--- config.mk ---
export PLATFORM = sky130hd
export DESIGN_NAME = mul_top
export DESIGN_NICKNAME = d
export VERILOG_FILES = /design/src/mul_pkg.sv /design/src/array_row.sv /design/src/final_adder.sv /design/src/mul_top.sv /design/src/operand_capture.sv
export SDC_FILE = /design/constraint.sdc
export NUM_CORES = 1
export LEC_CHECK = 0
export BUFFER_PORTS_ARGS = -buffer_cell sky130_fd_sc_hd__buf_2
export CELL_PAD_IN_SITES_DETAIL_PLACEMENT = 1
export CELL_PAD_IN_SITES_GLOBAL_PLACEMENT = 2
export CORE_MARGIN = 2
export CORE_UTILIZATION = 30
export DETAILED_ROUTE_END_ITERATION = 8
export GPL_ROUTABILITY_DRIVEN = 0
export PLACE_DENSITY = 0.61
export REMOVE_ABC_BUFFERS = 1
export SYNTH_ARGS = -nofsm -noshare
export SYNTH_HDL_FRONTEND = slang
export SYNTH_SLANG_ARGS = --single-unit
export TNS_END_PERCENT = 5
--- constraint.sdc ---
create_clock -name clk -period 6 [get_ports clk]
set_input_delay 1.2 -clock clk [delete_from_list [all_inputs] [get_ports clk]]
set_output_delay 1.2 -clock clk [all_outputs]
set_load 0.05 [all_outputs]
--- src/mul_pkg.sv ---
`default_nettype none

package mul_pkg;

    // operand and product widths
    localparam int OPERAND_W = 9;
    localparam int PRODUCT_W = 2 * OPERAND_W;

    // one partial-product row per multiplier bit
    localparam int NUM_ROWS = OPERAND_W;

    // the row for the multiplier's sign bit adds -a
    localparam int SIGN_ROW = NUM_ROWS - 1;

    // capture stage + eight array rows + final adder
    localparam int LATENCY = 1 + (NUM_ROWS - 1) + 1;

    typedef logic signed [OPERAND_W-1:0] operand_t;
    typedef logic signed [PRODUCT_W-1:0] product_t;

    // one pipeline slot, operands travel with their partial sums
    typedef struct packed {
        logic                 valid;
        operand_t             a;
        operand_t             b;
        logic [PRODUCT_W-1:0] sum;
        logic [PRODUCT_W-1:0] carry;
    } stage_t;

    // widen an operand to product width, keeping its sign
    function automatic logic [PRODUCT_W-1:0] sign_extend(operand_t x);
        logic [PRODUCT_W-1:0] wide;
        wide = {{(PRODUCT_W - OPERAND_W){x[OPERAND_W-1]}}, x};
        return wide;
    endfunction

endpackage

`default_nettype wire

--- src/array_row.sv ---
`timescale 1ns/1ps
`default_nettype none

module array_row import mul_pkg::*; #(
    parameter int ROW = 1
) (
    input  wire    clk,
    input  wire    rst_n,
    input  stage_t stage_in,
    output stage_t stage_out
);

    logic [PRODUCT_W-1:0] mcand;
    logic [PRODUCT_W-1:0] pp;
    logic [PRODUCT_W-1:0] row_sum;
    logic [PRODUCT_W-1:0] row_carry;

    // multiplicand for this row, negated on the sign row
    always_comb begin
        mcand = sign_extend(stage_in.a);
        if (ROW == SIGN_ROW) begin
            // sign bit of b has weight -2^ROW
            mcand = ~mcand + PRODUCT_W'(1);
        end
    end

    // partial product, aligned to its bit weight
    always_comb begin
        if (stage_in.b[ROW]) begin
            pp = mcand << ROW;
        end else begin
            pp = '0;
        end
    end

    // 3:2 compressor over pp, sum and carry
    always_comb begin
        row_carry[0] = 1'b0;
        for (int i = 0; i < PRODUCT_W; i++) begin
            row_sum[i] = pp[i] ^ stage_in.sum[i] ^ stage_in.carry[i];
        end
        // carry out of the top bit falls off, arithmetic is mod 2^PRODUCT_W
        for (int i = 0; i < PRODUCT_W - 1; i++) begin
            row_carry[i+1] = (pp[i] & stage_in.sum[i])
                           | (pp[i] & stage_in.carry[i])
                           | (stage_in.sum[i] & stage_in.carry[i]);
        end
    end

    always_ff @(posedge clk or negedge rst_n) begin
        if (!rst_n) begin
            stage_out <= '0;
        end else begin
            stage_out.valid <= stage_in.valid;
            stage_out.a     <= stage_in.a;
            stage_out.b     <= stage_in.b;
            stage_out.sum   <= row_sum;
            stage_out.carry <= row_carry;
        end
    end

    // the 3:2 row keeps pp + sum + carry modulo 2^PRODUCT_W
    property p_row_keeps_total;
        @(posedge clk) disable iff (!rst_n)
            stage_in.valid |-> (row_sum + row_carry == pp + stage_in.sum + stage_in.carry);
    endproperty

    a_row_keeps_total: assert property (p_row_keeps_total)
        else $error("array_row %0d compressor lost its total", ROW);

endmodule

`default_nettype wire

--- src/final_adder.sv ---
`timescale 1ns/1ps
`default_nettype none

module final_adder import mul_pkg::*; (
    input  wire      clk,
    input  wire      rst_n,
    input  stage_t   stage_in,
    output logic     out_valid,
    output product_t product
);

    logic [PRODUCT_W-1:0] resolved;

    // ripple carry-propagate row, sum + carry into one word
    always_comb begin
        logic ripple;
        ripple = 1'b0;
        for (int i = 0; i < PRODUCT_W; i++) begin
            resolved[i] = stage_in.sum[i] ^ stage_in.carry[i] ^ ripple;
            ripple      = (stage_in.sum[i] & stage_in.carry[i])
                        | (stage_in.sum[i] & ripple)
                        | (stage_in.carry[i] & ripple);
        end
    end

    always_ff @(posedge clk or negedge rst_n) begin
        if (!rst_n) begin
            out_valid <= 1'b0;
        end else begin
            out_valid <= stage_in.valid;
        end
    end

    // hold last product between strobes
    always_ff @(posedge clk or negedge rst_n) begin
        if (!rst_n) begin
            product <= '0;
        end else if (stage_in.valid) begin
            product <= $signed(resolved);
        end
    end

    property p_out_valid_known;
        @(posedge clk) disable iff (!rst_n)
            !$isunknown(out_valid);
    endproperty

    a_out_valid_known: assert property (p_out_valid_known)
        else $error("out_valid is unknown");

endmodule

`default_nettype wire

--- src/mul_top.sv ---
`timescale 1ns/1ps
`default_nettype none

module mul_top import mul_pkg::*; (
    input  wire      clk,
    input  wire      rst_n,
    input  logic     in_valid,
    input  operand_t in_a,
    input  operand_t in_b,
    output logic     out_valid,
    output product_t product
);

    // stage[0] from capture, stage[k] out of array row k
    stage_t stage [0:NUM_ROWS-1];

    operand_capture operand_capture_inst (
        .clk       (clk),
        .rst_n     (rst_n),
        .in_valid  (in_valid),
        .in_a      (in_a),
        .in_b      (in_b),
        .stage_out (stage[0])
    );

    // rows 1 to SIGN_ROW, one pipeline stage each
    for (genvar row = 1; row < NUM_ROWS; row++) begin : g_row
        array_row #(
            .ROW (row)
        ) array_row_inst (
            .clk       (clk),
            .rst_n     (rst_n),
            .stage_in  (stage[row-1]),
            .stage_out (stage[row])
        );
    end

    final_adder final_adder_inst (
        .clk       (clk),
        .rst_n     (rst_n),
        .stage_in  (stage[NUM_ROWS-1]),
        .out_valid (out_valid),
        .product   (product)
    );

endmodule

`default_nettype wire

--- src/operand_capture.sv ---
`timescale 1ns/1ps
`default_nettype none

module operand_capture import mul_pkg::*; (
    input  wire      clk,
    input  wire      rst_n,
    input  logic     in_valid,
    input  operand_t in_a,
    input  operand_t in_b,
    output stage_t   stage_out
);

    logic [PRODUCT_W-1:0] a_wide;
    logic [PRODUCT_W-1:0] row0;

    // row 0 is a plain and-row, nothing to add yet
    always_comb begin
        a_wide = sign_extend(in_a);
        row0   = a_wide & {PRODUCT_W{in_b[0]}};
    end

    always_ff @(posedge clk or negedge rst_n) begin
        if (!rst_n) begin
            stage_out <= '0;
        end else begin
            stage_out.valid <= in_valid;
            stage_out.a     <= in_a;
            stage_out.b     <= in_b;
            stage_out.sum   <= row0;
            // carry vector starts empty
            stage_out.carry <= '0;
        end
    end

    // an accepted pair must carry known operands
    property p_operands_known;
        @(posedge clk) disable iff (!rst_n)
            in_valid |-> !$isunknown({in_a, in_b});
    endproperty

    a_operands_known: assert property (p_operands_known)
        else $error("operands unknown while in_valid is high");

endmodule

`default_nettype wire

==> results of run 1 <==
-- worst paths after layout --
path / start / to / depth (start not counted)
setup / recovery: g_row[8].array_row_inst.stage_out[9] / final_adder_inst.product[17] / 11
hold / removal: g_row[7].array_row_inst.stage_out[24] / g_row[8].array_row_inst.stage_out[24] / 0
setup reg to reg: g_row[8].array_row_inst.stage_out[9] / final_adder_inst.product[17] / 11
hold reg to reg: g_row[7].array_row_inst.stage_out[24] / g_row[8].array_row_inst.stage_out[24] / 0
max in group asynchronous: rst_n / g_row[7].array_row_inst.stage_out[24] / 2
min in group asynchronous: rst_n / operand_capture_inst.stage_out[40] / 1
-- cell usage in the layout (no fill, tap or decap), types with 6 or more instances in the layout --
cell	Yosys	final
fa_1	70	70
inv_1	26	26
clkinvlp_4	0	6
clkbuf_16	0	37
dfrtp_1	326	326
mux2_2	18	18
buf_2	2	38
and2_1	73	73
clkbuf_1	0	7
ha_1	11	11
-- per-layer routing --
metal	global-route usage	share of wire	wire, um
met5	0	0	0
met4	0.04169	0.033	463
met2	0.1424	0.52	7187
met3	0.02291	0.046	644
met1	0.09999	0.40	5555
-- kinds of logic (layout without fill, tap and decap cells) --
group	Yosys count	count (layout)	share of synthesized area
compound gates	9	9	0.004930
buf+inv	28	131	0.01009
flops	326	326	0.7652
mux	18	18	0.01901
simple gates	88	88	0.05152
fa+ha+maj	81	81	0.1443
xor+xnor	6	6	0.004929
-- power breakdown --
| group | switching (mW) | internal [mW] |
|---|---|---|
| clock | 0.838 | 1.31 |
| combinational | 0.482 | 0.316 |
| sequential | 0.209 | 2.66 |
| total | 1.53 | 4.29 |
-- state kept, by name (all words and copies together) (netlist names) --
signal,flops
final_adder_inst.product,18
final_adder_inst.out_valid,1
operand_capture_inst.stage_out,27
g_row.array_row_inst.stage_out,280
-- cell type report --
cell class	count	area [um2]	share of cell area
clock buffer	47	993.5	0.07857
clock inverter	17	190.2	0.01504
multi-input combinational	202	2396	0.1895
tap	461	576.8	0.04562
sequential	326	8158	0.6452
timing repair buffer	41	232.7	0.01840
inverter	26	97.59	0.007718
-- through the flow --
step / hold WS, ns / std cells
final: 0.3434 / 1120
after global routing: 0.3504 / 1120
after CTS: 0.3477 / 1120
after detailed placement: 0.3356 / 1056
after global placement: 0.3349 / 1056
after floorplan: 0.3312 / 554
==> summary.md, run 1 <==
| Metric | Value |
|---|---|
| Layout cells sized above 1 | `0.1791` |
| CP bufs+invs | `0` |
| Drt drc | `0` |
| Post-CTS Hold Buffers | `0` |
| Total grt overflow | `0` |
| CP Cell Sequence | `ha_1, fa_1, fa_1, fa_1, fa_1, fa_1, fa_1, fa_1, xnor2_1, xnor2_1, mux2_2` |
| Die width | `slightly below 200 um` |
| Reg2Reg Setup Slack | `approximately 1.5 ns` |
| Tmin final | `approximately 4.5 ns` |
| Power after layout | `5.815 mW` |
| Worst path slowest cell | `fa_1` |
| Fin util | `0.3581` |
| Clk slew on worst S/H paths | `around 0.060 ns` |
| Synth Area per Inst | `19.18 um2` |
| Biggest cell delay along the critical path | `~0.48 ns` |
| Max Clock Skew | `~0.012 ns` |
| Layout area overhead | `18.60%` |
| Count leader, synth | `dfrtp_1` |
| Max cap viols | `0` |
| Post-DP HPWL | `about 9 mm` |
| FF+latch count, synth | `around 330` |
| Final nets | `around 740` |
| Max-slew violations | `0` |
| Final hold vios | `0` |
| Total CTS buffers | `36` |
| Slew @ Worst Pin | `between 1 and 1.5 ns` |
| Highest clock rate | `approximately 0.22 GHz` |
| # rows | `69` |
| Vias per cell | `3.813` |
| Crit share post-route | `0.7440` |
| Synth unique cells | `24` |
| Post-synth top area share | `0.7652` |
| N_diodes | `0` |
| WP data arrival | `4.85 ns` |
| Avg WL per Cell | `about 12 um` |
| Later-pin clock latency in the skew report | `about 0.5 ns` |
| Setup tns final | `0 ns` |
| Slew headroom | `0.3121` |
| Cell area power density | `~460 mW/mm2` |
| Synth top area cells | `dfrtp_1 (77%), fa_1 (13%), and2_1 (4.3%)` |
| DRT iter0 DRCs | `around 140` |
| Number of flops mapped to enable cells by yosys | `0` |
| TritonRoute pass-1 iters | `3` |
| Most area-hungry cell type in the Yosys netlist | `dfrtp_1` |
| CTS sink cnt | `~330` |
| Postcts setup bufs | `0` |
| Cell family with most CP delay | `adder cells` |
| Synth warn | `0` |
| Worst slack, placed | `approximately 1.5 ns` |
| Sequential fraction of the synthesis area | `0.7652` |
| Post-synth top cells | `dfrtp_1 (326), and2_1 (73), fa_1 (70), inv_1 (26), mux2_2 (18)` |
| First-pass GRT wire length | `25.11 mm` |
| PostCTS Resize Cnt | `0` |
| Core ar. | `between 0.03 and 0.04 mm2` |
| Final wirelength | `roughly 14 mm` |
| CP Launch Type | `register` |
| Largest net degree at the start of global routing | `roughly 140` |
| Max Root-Sink Buffers | `3` |
| I/O pins | `40` |
| Mapped cell area | `between 0.01 and 0.015 mm2` |
| CP max FO | `1` |
| Fillcell total | `about 3500` |
| Hold WC Path Type | `register to register` |
| CP most frequent cell | `fa_1` |
| Syn Inst Count | `556` |
| Starting Density | `0.3019` |
| Htree depth | `2` |
| Die Ht | `just under 200 um` |
| Routed vias | `4271` |
| Worst setup path class | `register to register` |
| LEAKAGE | `roughly 5.9 nW` |
| Tot GR Track Use | `0.08451` |
| Critical path data required time | `6.39 ns` |
| Status | `finished, final reports clean` |
| Maximum VDD drop | `around 0.27 mV` |
| Synth async-reset ratio | `1.000` |
| CTS tree | `built` |
| Fin area | `0.01264 mm2` |
| Die Area | `about 0.037 mm2` |
| Root buffer cell | `clkbuf_16` |
| Initial antenna violation count | `0` |
| DP Area | `0.01146 mm2` |
| Setup WS post-layout | `about 1.5 ns` |
| I/O Buffers | `39` |
| Antenna viol nets, final | `0` |
| Final setup fails | `0` |
| Ys flop type | `dfrtp_1` |
| CP Capture Type | `register` |
| Vias in the first global route | `5082` |
| RSZ-0062 raised after global routing | `no` |
Power figures use the tool's default switching activity.
==> run 2: changes to the inputs <==
--- a/config.mk
+++ b/config.mk
@@ -5,6 +5,7 @@
 export SDC_FILE = /design/constraint.sdc
 export NUM_CORES = 1
 export LEC_CHECK = 0
+export ABC_AREA = 1
 export BUFFER_PORTS_ARGS = -buffer_cell sky130_fd_sc_hd__buf_2
 export CELL_PAD_IN_SITES_DETAIL_PLACEMENT = 1
 export CELL_PAD_IN_SITES_GLOBAL_PLACEMENT = 2
@@ -12,7 +13,7 @@
 export CORE_UTILIZATION = 30
 export DETAILED_ROUTE_END_ITERATION = 8
 export GPL_ROUTABILITY_DRIVEN = 0
-export PLACE_DENSITY = 0.61
+export PLACE_DENSITY = 0.64
 export REMOVE_ABC_BUFFERS = 1
 export SYNTH_ARGS = -nofsm -noshare
 export SYNTH_HDL_FRONTEND = slang
==> constraint.sdc (replaced) <==
create_clock -name clk -period 3.69 [get_ports clk]
set_input_delay 0.738 -clock clk [delete_from_list [all_inputs] [get_ports clk]]
set_output_delay 0.738 -clock clk [all_outputs]
set_load 0.05 [all_outputs]
==> summary.md, run 2 <==
| Metric | Value |
|---|---|
| Routed vias | `4584 (+7.3%)` |
| CP Cell Sequence | `ha_2, fa_2, fa_2, fa_2, fa_2, fa_2, fa_2, fa_2, mux2_4` |
| Ys flop type | `dfrtp_1` |
| Register area | `0.008158 mm2 (unchanged)` |
| Worst r2r dst | `final_adder_inst.product[16]` |
| Post-synth top cells | `dfrtp_1 (326), inv_1 (109), nand2_1 (90), fa_1 (70), ha_1 (11)` |
| Power after layout | `9.523 mW (+64%)` |
| Layout area overhead | `18.08%` |
| Avg WL per Cell | `11.75 um (-5.0%)` |
| Synth unique cells | `23 (-4.2%)` |
| Critical Path Source | `g_row[8].array_row_inst.stage_out[27]` |
| Synth Area per Inst | `16.45 um2 (-14%)` |
| Post-DP HPWL | `9.459 mm (+4.6%)` |
| Final Hold Slack | `0.1864 ns (-0.1570 ns)` |
| Max Clock Skew | `0.02081 ns (+0.008594 ns)` |
| Crit path to | `final_adder_inst.product[16]` |
| Layout cells sized above 1 | `0.1678 (-0.01129)` |
| Cell area power density | `740.4 mW/mm2 (+61%)` |
| LEAKAGE | `6.510 nW (+11%)` |
| First-pass GRT wire length | `26.18 mm (+4.3%)` |
| Max layer used | `met4` |
| Multi-input logic area | `0.002272 mm2 (-5.2%)` |
| CTS tree | `built` |
| Highest clock rate | `0.2814 GHz (+26%)` |
| Worst path slowest cell | `fa_2` |
| Hold WC Path Type | `input pin to asynchronous set/reset pin` |
| Starting Density | `0.3055 (+0.003568)` |
| Final setup fails | `0 (unchanged)` |
| Synth top area cells | `dfrtp_1 (75%), fa_1 (13%), inv_1 (3.8%)` |
| Top flop regs | `g_row.array_row_inst.stage_out (280), operand_capture_inst.stage_out (27), final_adder_inst.product (18)` |
| Max Root-Sink Buffers | `3 (unchanged)` |
| Total CTS buffers | `35 (-2.8%)` |
| Number of flops mapped to enable cells by yosys | `0 (unchanged)` |
| Metal3 WL | `708 um (+9.9%)` |
| Core ar. | `0.03566 mm2 (+0.98%)` |
| Antenna viol nets, final | `0 (unchanged)` |
| Vias per cell | `3.764 (-1.3%)` |
| Most area-hungry cell type in the Yosys netlist | `dfrtp_1` |
| CP max FO | `1 (unchanged)` |
| Maximum VDD drop | `0.2373 mV (-13%)` |
| Syn Inst Count | `662 (+19%)` |
| Post-CTS Hold Buffers | `0 (unchanged)` |
| Worst slack, placed | `-0.5607 ns (-2.033 ns)` |
| I/O pins | `40 (unchanged)` |
| DRT iter0 DRCs | `136 (unchanged)` |
| Setup WS post-layout | `0.1360 ns (-1.400 ns)` |
| Later-pin clock latency in the skew report | `0.51 ns (about the same)` |
| CP Launch Type | `register` |
| I/O Buffers | `39 (unchanged)` |
| Die Area | `0.03785 mm2 (+2.1%)` |
| Htree depth | `2 (unchanged)` |
| Clk slew on worst S/H paths | `0.06 ns (about the same)` |
| FF+latch count, synth | `326 (unchanged)` |
| Sequential fraction of the synthesis area | `0.7489 (-0.01626)` |
| Max-slew violations | `0 (unchanged)` |
| Post-synth top area share | `0.7489 (-0.01626)` |
| Fin util | `0.3607 (+0.002638)` |
| Synth warn | `0 (unchanged)` |
| CP Capture Type | `register` |
| Max cap viols | `0 (unchanged)` |
| Die width | `194.6 um (+1.1%)` |
| Number of flip-flops in the largest register | `280 (unchanged)` |
| Tmin final | `3.554 ns (-0.9103 ns)` |
| WP depth | `9 (-2)` |
| Die Ht | `194.6 um (+1.1%)` |
| Initial antenna violation count | `0 (unchanged)` |
| Critical path data required time | `4.07 ns (-2.32 ns)` |
| CTS sink cnt | `326 (unchanged)` |
| Final wirelength | `14.32 mm (+3.4%)` |
| Final hold vios | `0 (unchanged)` |
| Postcts setup bufs | `0 (unchanged)` |
| Cell family with most CP delay | `adder cells` |
| N_diodes | `0 (unchanged)` |
| TritonRoute pass-1 iters | `3 (unchanged)` |
| Crit share post-route | `0.9631 (+0.2191)` |
| Total grt overflow | `0 (unchanged)` |
| Commonest non-fill, non-tap cell in the layout | `dfrtp_1` |
| # rows | `69 (unchanged)` |
| Most flop-heavy register | `g_row.array_row_inst.stage_out` |
| Worst reg2reg startpoint | `g_row[8].array_row_inst.stage_out[27]` |
| CP most frequent cell | `fa_2` |
| Fillcell total | `3591 (+2.9%)` |
| Vias in the first global route | `5383 (+5.9%)` |
| Synth async-reset ratio | `1.000 (unchanged)` |
| Biggest cell delay along the critical path | `0.40 ns (-0.08 ns)` |
| Root buffer cell | `clkbuf_16` |
| Most frequent cells in the layout | `dfrtp_1 (326), inv_1 (109), nand2_1 (90)` |
| Reg2Reg Setup Slack | `0.14 ns (-1.40 ns)` |
| Slew headroom | `0.3591 (+0.04691)` |
| Met1 Wirelength | `5.748 mm (+3.5%)` |
| Drt drc | `0 (unchanged)` |
| Status | `finished, final reports clean` |
| Mapped cell area | `0.01089 mm2 (+2.2%)` |
| WP data arrival | `3.93 ns (-0.92 ns)` |
| Tot GR Track Use | `0.08483 (+0.0003208)` |
| Worst R2R Path Depth | `9 (-2)` |
| Slew @ Worst Pin | `0.9614 ns (-0.07036 ns)` |
| Largest net degree at the start of global routing | `85 (-41%)` |
| CP bufs+invs | `0 (unchanged)` |
| Final nets | `834 (+13%)` |
| Routed length on met2 | `7.403 mm (+3.0%)` |
| Setup tns final | `0 ns (unchanged)` |
| RSZ-0062 raised after global routing | `no` |
| Worst setup path class | `register to register` |
| Count leader, synth | `dfrtp_1` |
-- run 2: cell count changes in the layout (fill, tap and decap cells not counted), moves of 8 or more --
cell,delta
nand2_1,+89
mux2_4,+8
and2_1,-73
inv_1,+83
mux2_2,-9
-- run 2: how the worst min path moves through the flow --
stage	endpoint	slack [ns]	cells after the start
floorplan	g_row[1].array_row_inst.stage_out[18]	0.33	0
global placement	g_row[2].array_row_inst.stage_out[54]	0.33	0
detailed placement	g_row[1].array_row_inst.stage_out[40]	0.34	0
CTS	final_adder_inst.out_valid	0.21	1
global route	final_adder_inst.out_valid	0.24	1
finish	final_adder_inst.out_valid	0.19	1
-- run 2: area by class of cell --
class | count | area share
inverter | 111 | 0.03239
clock inverter | 8 | 0.01031
clock buffer | 54 | 0.08074
timing repair buffer | 44 | 0.02082
multi-input combinational | 214 | 0.1767
tap | 461 | 0.04484
sequential | 326 | 0.6342
-- run 2: cell families after synthesis --
logic type / synth area share
DFF: 0.7489
buffers and inverters: 0.04434
and+or+nand+nor: 0.03997
adders and majority gates: 0.1413
muxes: 0.02033
AOI/OAI and AO/OA: 0.002757
xor gates and xnor gates: 0.002413
-- run 2: metal layers --
layer | vias up | global-route usage
met5 | - | 0
met2 | 65 | 0.1471
met1 | 2389 | 0.09857
li1 | 2091 | -
met4 | 0 | 0.03533
met3 | 39 | 0.02447
-- run 2: where the power goes --
group          internal [mW]  switching [mW]
clock                   2.15            1.32
sequential              4.33           0.356
combinational          0.565           0.803
-- run 2: timing repair --
action / in CTS / in global routing
resized for setup: 7 / 1
setup endpoints to repair: 3 / 2
pin swaps: 4 / 8
endpoints found under the hold margin: 0 / 0
-- run 2: stage by stage --
stage,instance area [um2],instances
final,12860,1218
after global routing,12860,1218
after CTS,12860,1218
after detailed placement,11670,1156
after global placement,11670,1156
after floorplan,10830,651
-- run 2: worst reg2reg max path, cell delays in order, from the launching register on --
cell and delay, ns:
dfrtp_1 0.37, ha_2 0.19, fa_2 0.36, fa_2 0.36
fa_2 0.37, fa_2 0.35, fa_2 0.38, fa_2 0.40
fa_2 0.40, mux2_4 0.26
==> run 3: changes to the inputs <==
--- a/config.mk
+++ b/config.mk
@@ -9,12 +9,12 @@
 export BUFFER_PORTS_ARGS = -buffer_cell sky130_fd_sc_hd__buf_2
 export CELL_PAD_IN_SITES_DETAIL_PLACEMENT = 1
 export CELL_PAD_IN_SITES_GLOBAL_PLACEMENT = 2
+export CORE_ASPECT_RATIO = 1.4
 export CORE_MARGIN = 2
 export CORE_UTILIZATION = 30
 export DETAILED_ROUTE_END_ITERATION = 8
 export GPL_ROUTABILITY_DRIVEN = 0
 export PLACE_DENSITY = 0.64
-export REMOVE_ABC_BUFFERS = 1
 export SYNTH_ARGS = -nofsm -noshare
 export SYNTH_HDL_FRONTEND = slang
 export SYNTH_SLANG_ARGS = --single-unit
==> summary.md, run 3 (synthesis results as in run 2) <==
| Metric | Value |
|---|---|
| Max layer used | `met4` |
| I/O pins | `40 (unchanged)` |
| Most flop-heavy register | `g_row.array_row_inst.stage_out` |
| Placed cell count | `1155 (-0.087%)` |
| Largest net degree at the start of global routing | `93 (+9.4%)` |
| Core ar. | `0.03581 mm2 (+0.42%)` |
| # rows | `82 (+19%)` |
| Cell area power density | `721.9 mW/mm2 (-2.5%)` |
| LEAKAGE | `6.454 nW (-0.86%)` |
| CP most frequent cell | `fa_2` |
| DP Area | `0.01169 mm2 (+0.12%)` |
| Slew headroom | `0.3485 (-0.01055)` |
| Die width | `165.0 um (-15%)` |
| Vias in the first global route | `5626 (+4.5%)` |
| Vias per cell | `3.835 (+1.9%)` |
| Worst slack, placed | `-0.08531 ns (+0.4754 ns)` |
| Worst setup path class | `register to register` |
| Postcts setup bufs | `0 (unchanged)` |
| First-pass GRT wire length | `26.16 mm (about the same)` |
| TritonRoute pass-1 iters | `4 (+1)` |
| Layout area overhead | `16.79%` |
| Commonest non-fill, non-tap cell in the layout | `dfrtp_1` |
| CTS sink cnt | `326 (unchanged)` |
| Htree depth | `1 (-1)` |
| Routed vias | `4636 (+1.1%)` |
| Post-DP HPWL | `9.621 mm (+1.7%)` |
| CP max FO | `1 (unchanged)` |
| Tot GR Track Use | `0.08552 (+0.0006964)` |
| Clk slew on worst S/H paths | `0.07 ns (about the same)` |
| Post-synthesis net count | `roughly 760` |
| Die Area | `0.03787 mm2 (about the same)` |
| Maximum VDD drop | `0.3113 mV (+31%)` |
| Biggest cell delay along the critical path | `0.40 ns (about the same)` |
| Max Clock Skew | `0.01137 ns (-0.009447 ns)` |
| Metal3 WL | `647 um (-8.6%)` |
| Max cap viols | `0 (unchanged)` |
| Highest clock rate | `0.2842 GHz (+1.0%)` |
| Initial antenna violation count | `0 (unchanged)` |
| Die Ht | `229.5 um (+18%)` |
| Status | `finished, final reports clean` |
| Total CTS buffers | `30 (-14%)` |
| Antenna viol nets, final | `0 (unchanged)` |
| Layout cells sized above 1 | `0.1660 (-0.001770)` |
| Max Root-Sink Buffers | `3 (unchanged)` |
| Setup WS post-layout | `0.1714 ns (+0.03534 ns)` |
| Slew @ Worst Pin | `0.9772 ns (+0.01583 ns)` |
| Hold WC Path Type | `input pin to asynchronous set/reset pin` |
| Root buffer cell | `clkbuf_16` |
| Final hold vios | `0 (unchanged)` |
| Most frequent cells in the layout | `dfrtp_1 (326), inv_1 (109), nand2_1 (90)` |
| WP depth | `9 (unchanged)` |
| CP Capture Type | `register` |
| Met1 Wirelength | `4.950 mm (-14%)` |
| WP data arrival | `3.95 ns (+0.02 ns)` |
| N_diodes | `0 (unchanged)` |
| Setup tns final | `0 ns (unchanged)` |
| I/O Buffers | `39 (unchanged)` |
| Avg WL per Cell | `11.94 um (+1.6%)` |
| CP Cell Sequence | `ha_2, fa_2, fa_2, fa_2, fa_2, fa_2, fa_2, fa_2, mux2_4` |
| Critical path data required time | `4.12 ns (+0.05 ns)` |
| Top flop regs | `g_row.array_row_inst.stage_out (280), operand_capture_inst.stage_out (27), final_adder_inst.product (18)` |
| RSZ-0062 raised after global routing | `no` |
| CTS tree | `built` |
| Final nets | `827 (-0.84%)` |
| Routed length on met2 | `8.444 mm (+14%)` |
| Finished Layout Cells | `1209 (-0.74%)` |
| Final setup fails | `0 (unchanged)` |
| Number of flip-flops in the largest register | `280 (unchanged)` |
| Worst path slowest cell | `fa_2` |
| Fillcell total | `3618 (+0.75%)` |
| Final wirelength | `14.43 mm (+0.80%)` |
| Total grt overflow | `0 (unchanged)` |
| Cell family with most CP delay | `adder cells` |
| Later-pin clock latency in the skew report | `0.55 ns (+0.04 ns)` |
| CP Launch Type | `register` |
| CP bufs+invs | `0 (unchanged)` |
| Starting Density | `0.3042 (-0.001292)` |
| Tmin final | `3.519 ns (-0.03534 ns)` |
| Max-slew violations | `0 (unchanged)` |
| Drt drc | `0 (unchanged)` |
| Crit share post-route | `0.9536 (-0.009578)` |
| DRT iter0 DRCs | `96 (-29%)` |
| Worst R2R Path Depth | `9 (unchanged)` |
| Fin area | `0.01272 mm2 (-1.1%)` |
run 3: worst register-to-register path: stages (launching register included):
cell     delay, ns
dfrtp_1       0.37
ha_2          0.18
fa_2          0.34
fa_2          0.37
fa_2          0.38
fa_2          0.38
fa_2          0.35
fa_2          0.37
fa_2          0.40
mux2_4        0.26
run 3: final cells by class:
class | instances | area (um2) | share of cell area
Inverter | 111 | 416.7 | 0.03275
Tap cell | 462 | 578.1 | 0.04544
Clock buffer | 46 | 942.2 | 0.07406
Sequential cell | 326 | 8158 | 0.6412
Timing Repair Buffer | 42 | 265.3 | 0.02085
Clock inverter | 8 | 90.09 | 0.007081
Multi-Input combinational cell | 214 | 2272 | 0.1786
run 3: metrics by stage:
stage | hold WS, ns | total power, mW | utilization
final | 0.2035 | 9.184 | 0.3553
after global placement | 0.3314 | 6.107 | 0.3263
after floorplan | 0.3312 | 5.681 | -
after global routing | 0.2376 | 9.811 | 0.3553
after CTS | 0.2136 | 9.390 | 0.3552
after detailed placement | 0.3356 | 6.199 | 0.3263
run 3: repair_timing:
item	CTS	global route
hold buffers	0	0
resized for setup	0	2
setup endpoints to repair	2	2
pin swaps	2	7
run 3: path summary, 6_finish.rpt:
check	slack [ns]	start	endpoint
min in group clk	0.29	in_b[2]	operand_capture_inst.stage_out[38]
hold reg to reg	0.34	g_row[6].array_row_inst.stage_out[22]	g_row[7].array_row_inst.stage_out[22]
hold / removal	0.20	rst_n	final_adder_inst.product[5]
setup / recovery	0.17	g_row[8].array_row_inst.stage_out[9]	final_adder_inst.product[16]
max in group asynchronous	2.62	rst_n	operand_capture_inst.stage_out[48]
setup reg to reg	0.17	g_row[8].array_row_inst.stage_out[9]	final_adder_inst.product[16]
run 3: per-layer routing:
layer | track usage | vias up
met5 | 0 | -
met4 | 0.03533 | 0
met3 | 0.01974 | 26
met2 | 0.1652 | 61
met1 | 0.08550 | 2478
li1 | - | 2071
run 3: power by group:
group	internal [mW]	switching, mW	total [mW]	leakage [nW]
clock network	1.88	1.25	3.13	0.518
logic	0.565	0.797	1.36	1.99
registers	4.33	0.360	4.69	3.95
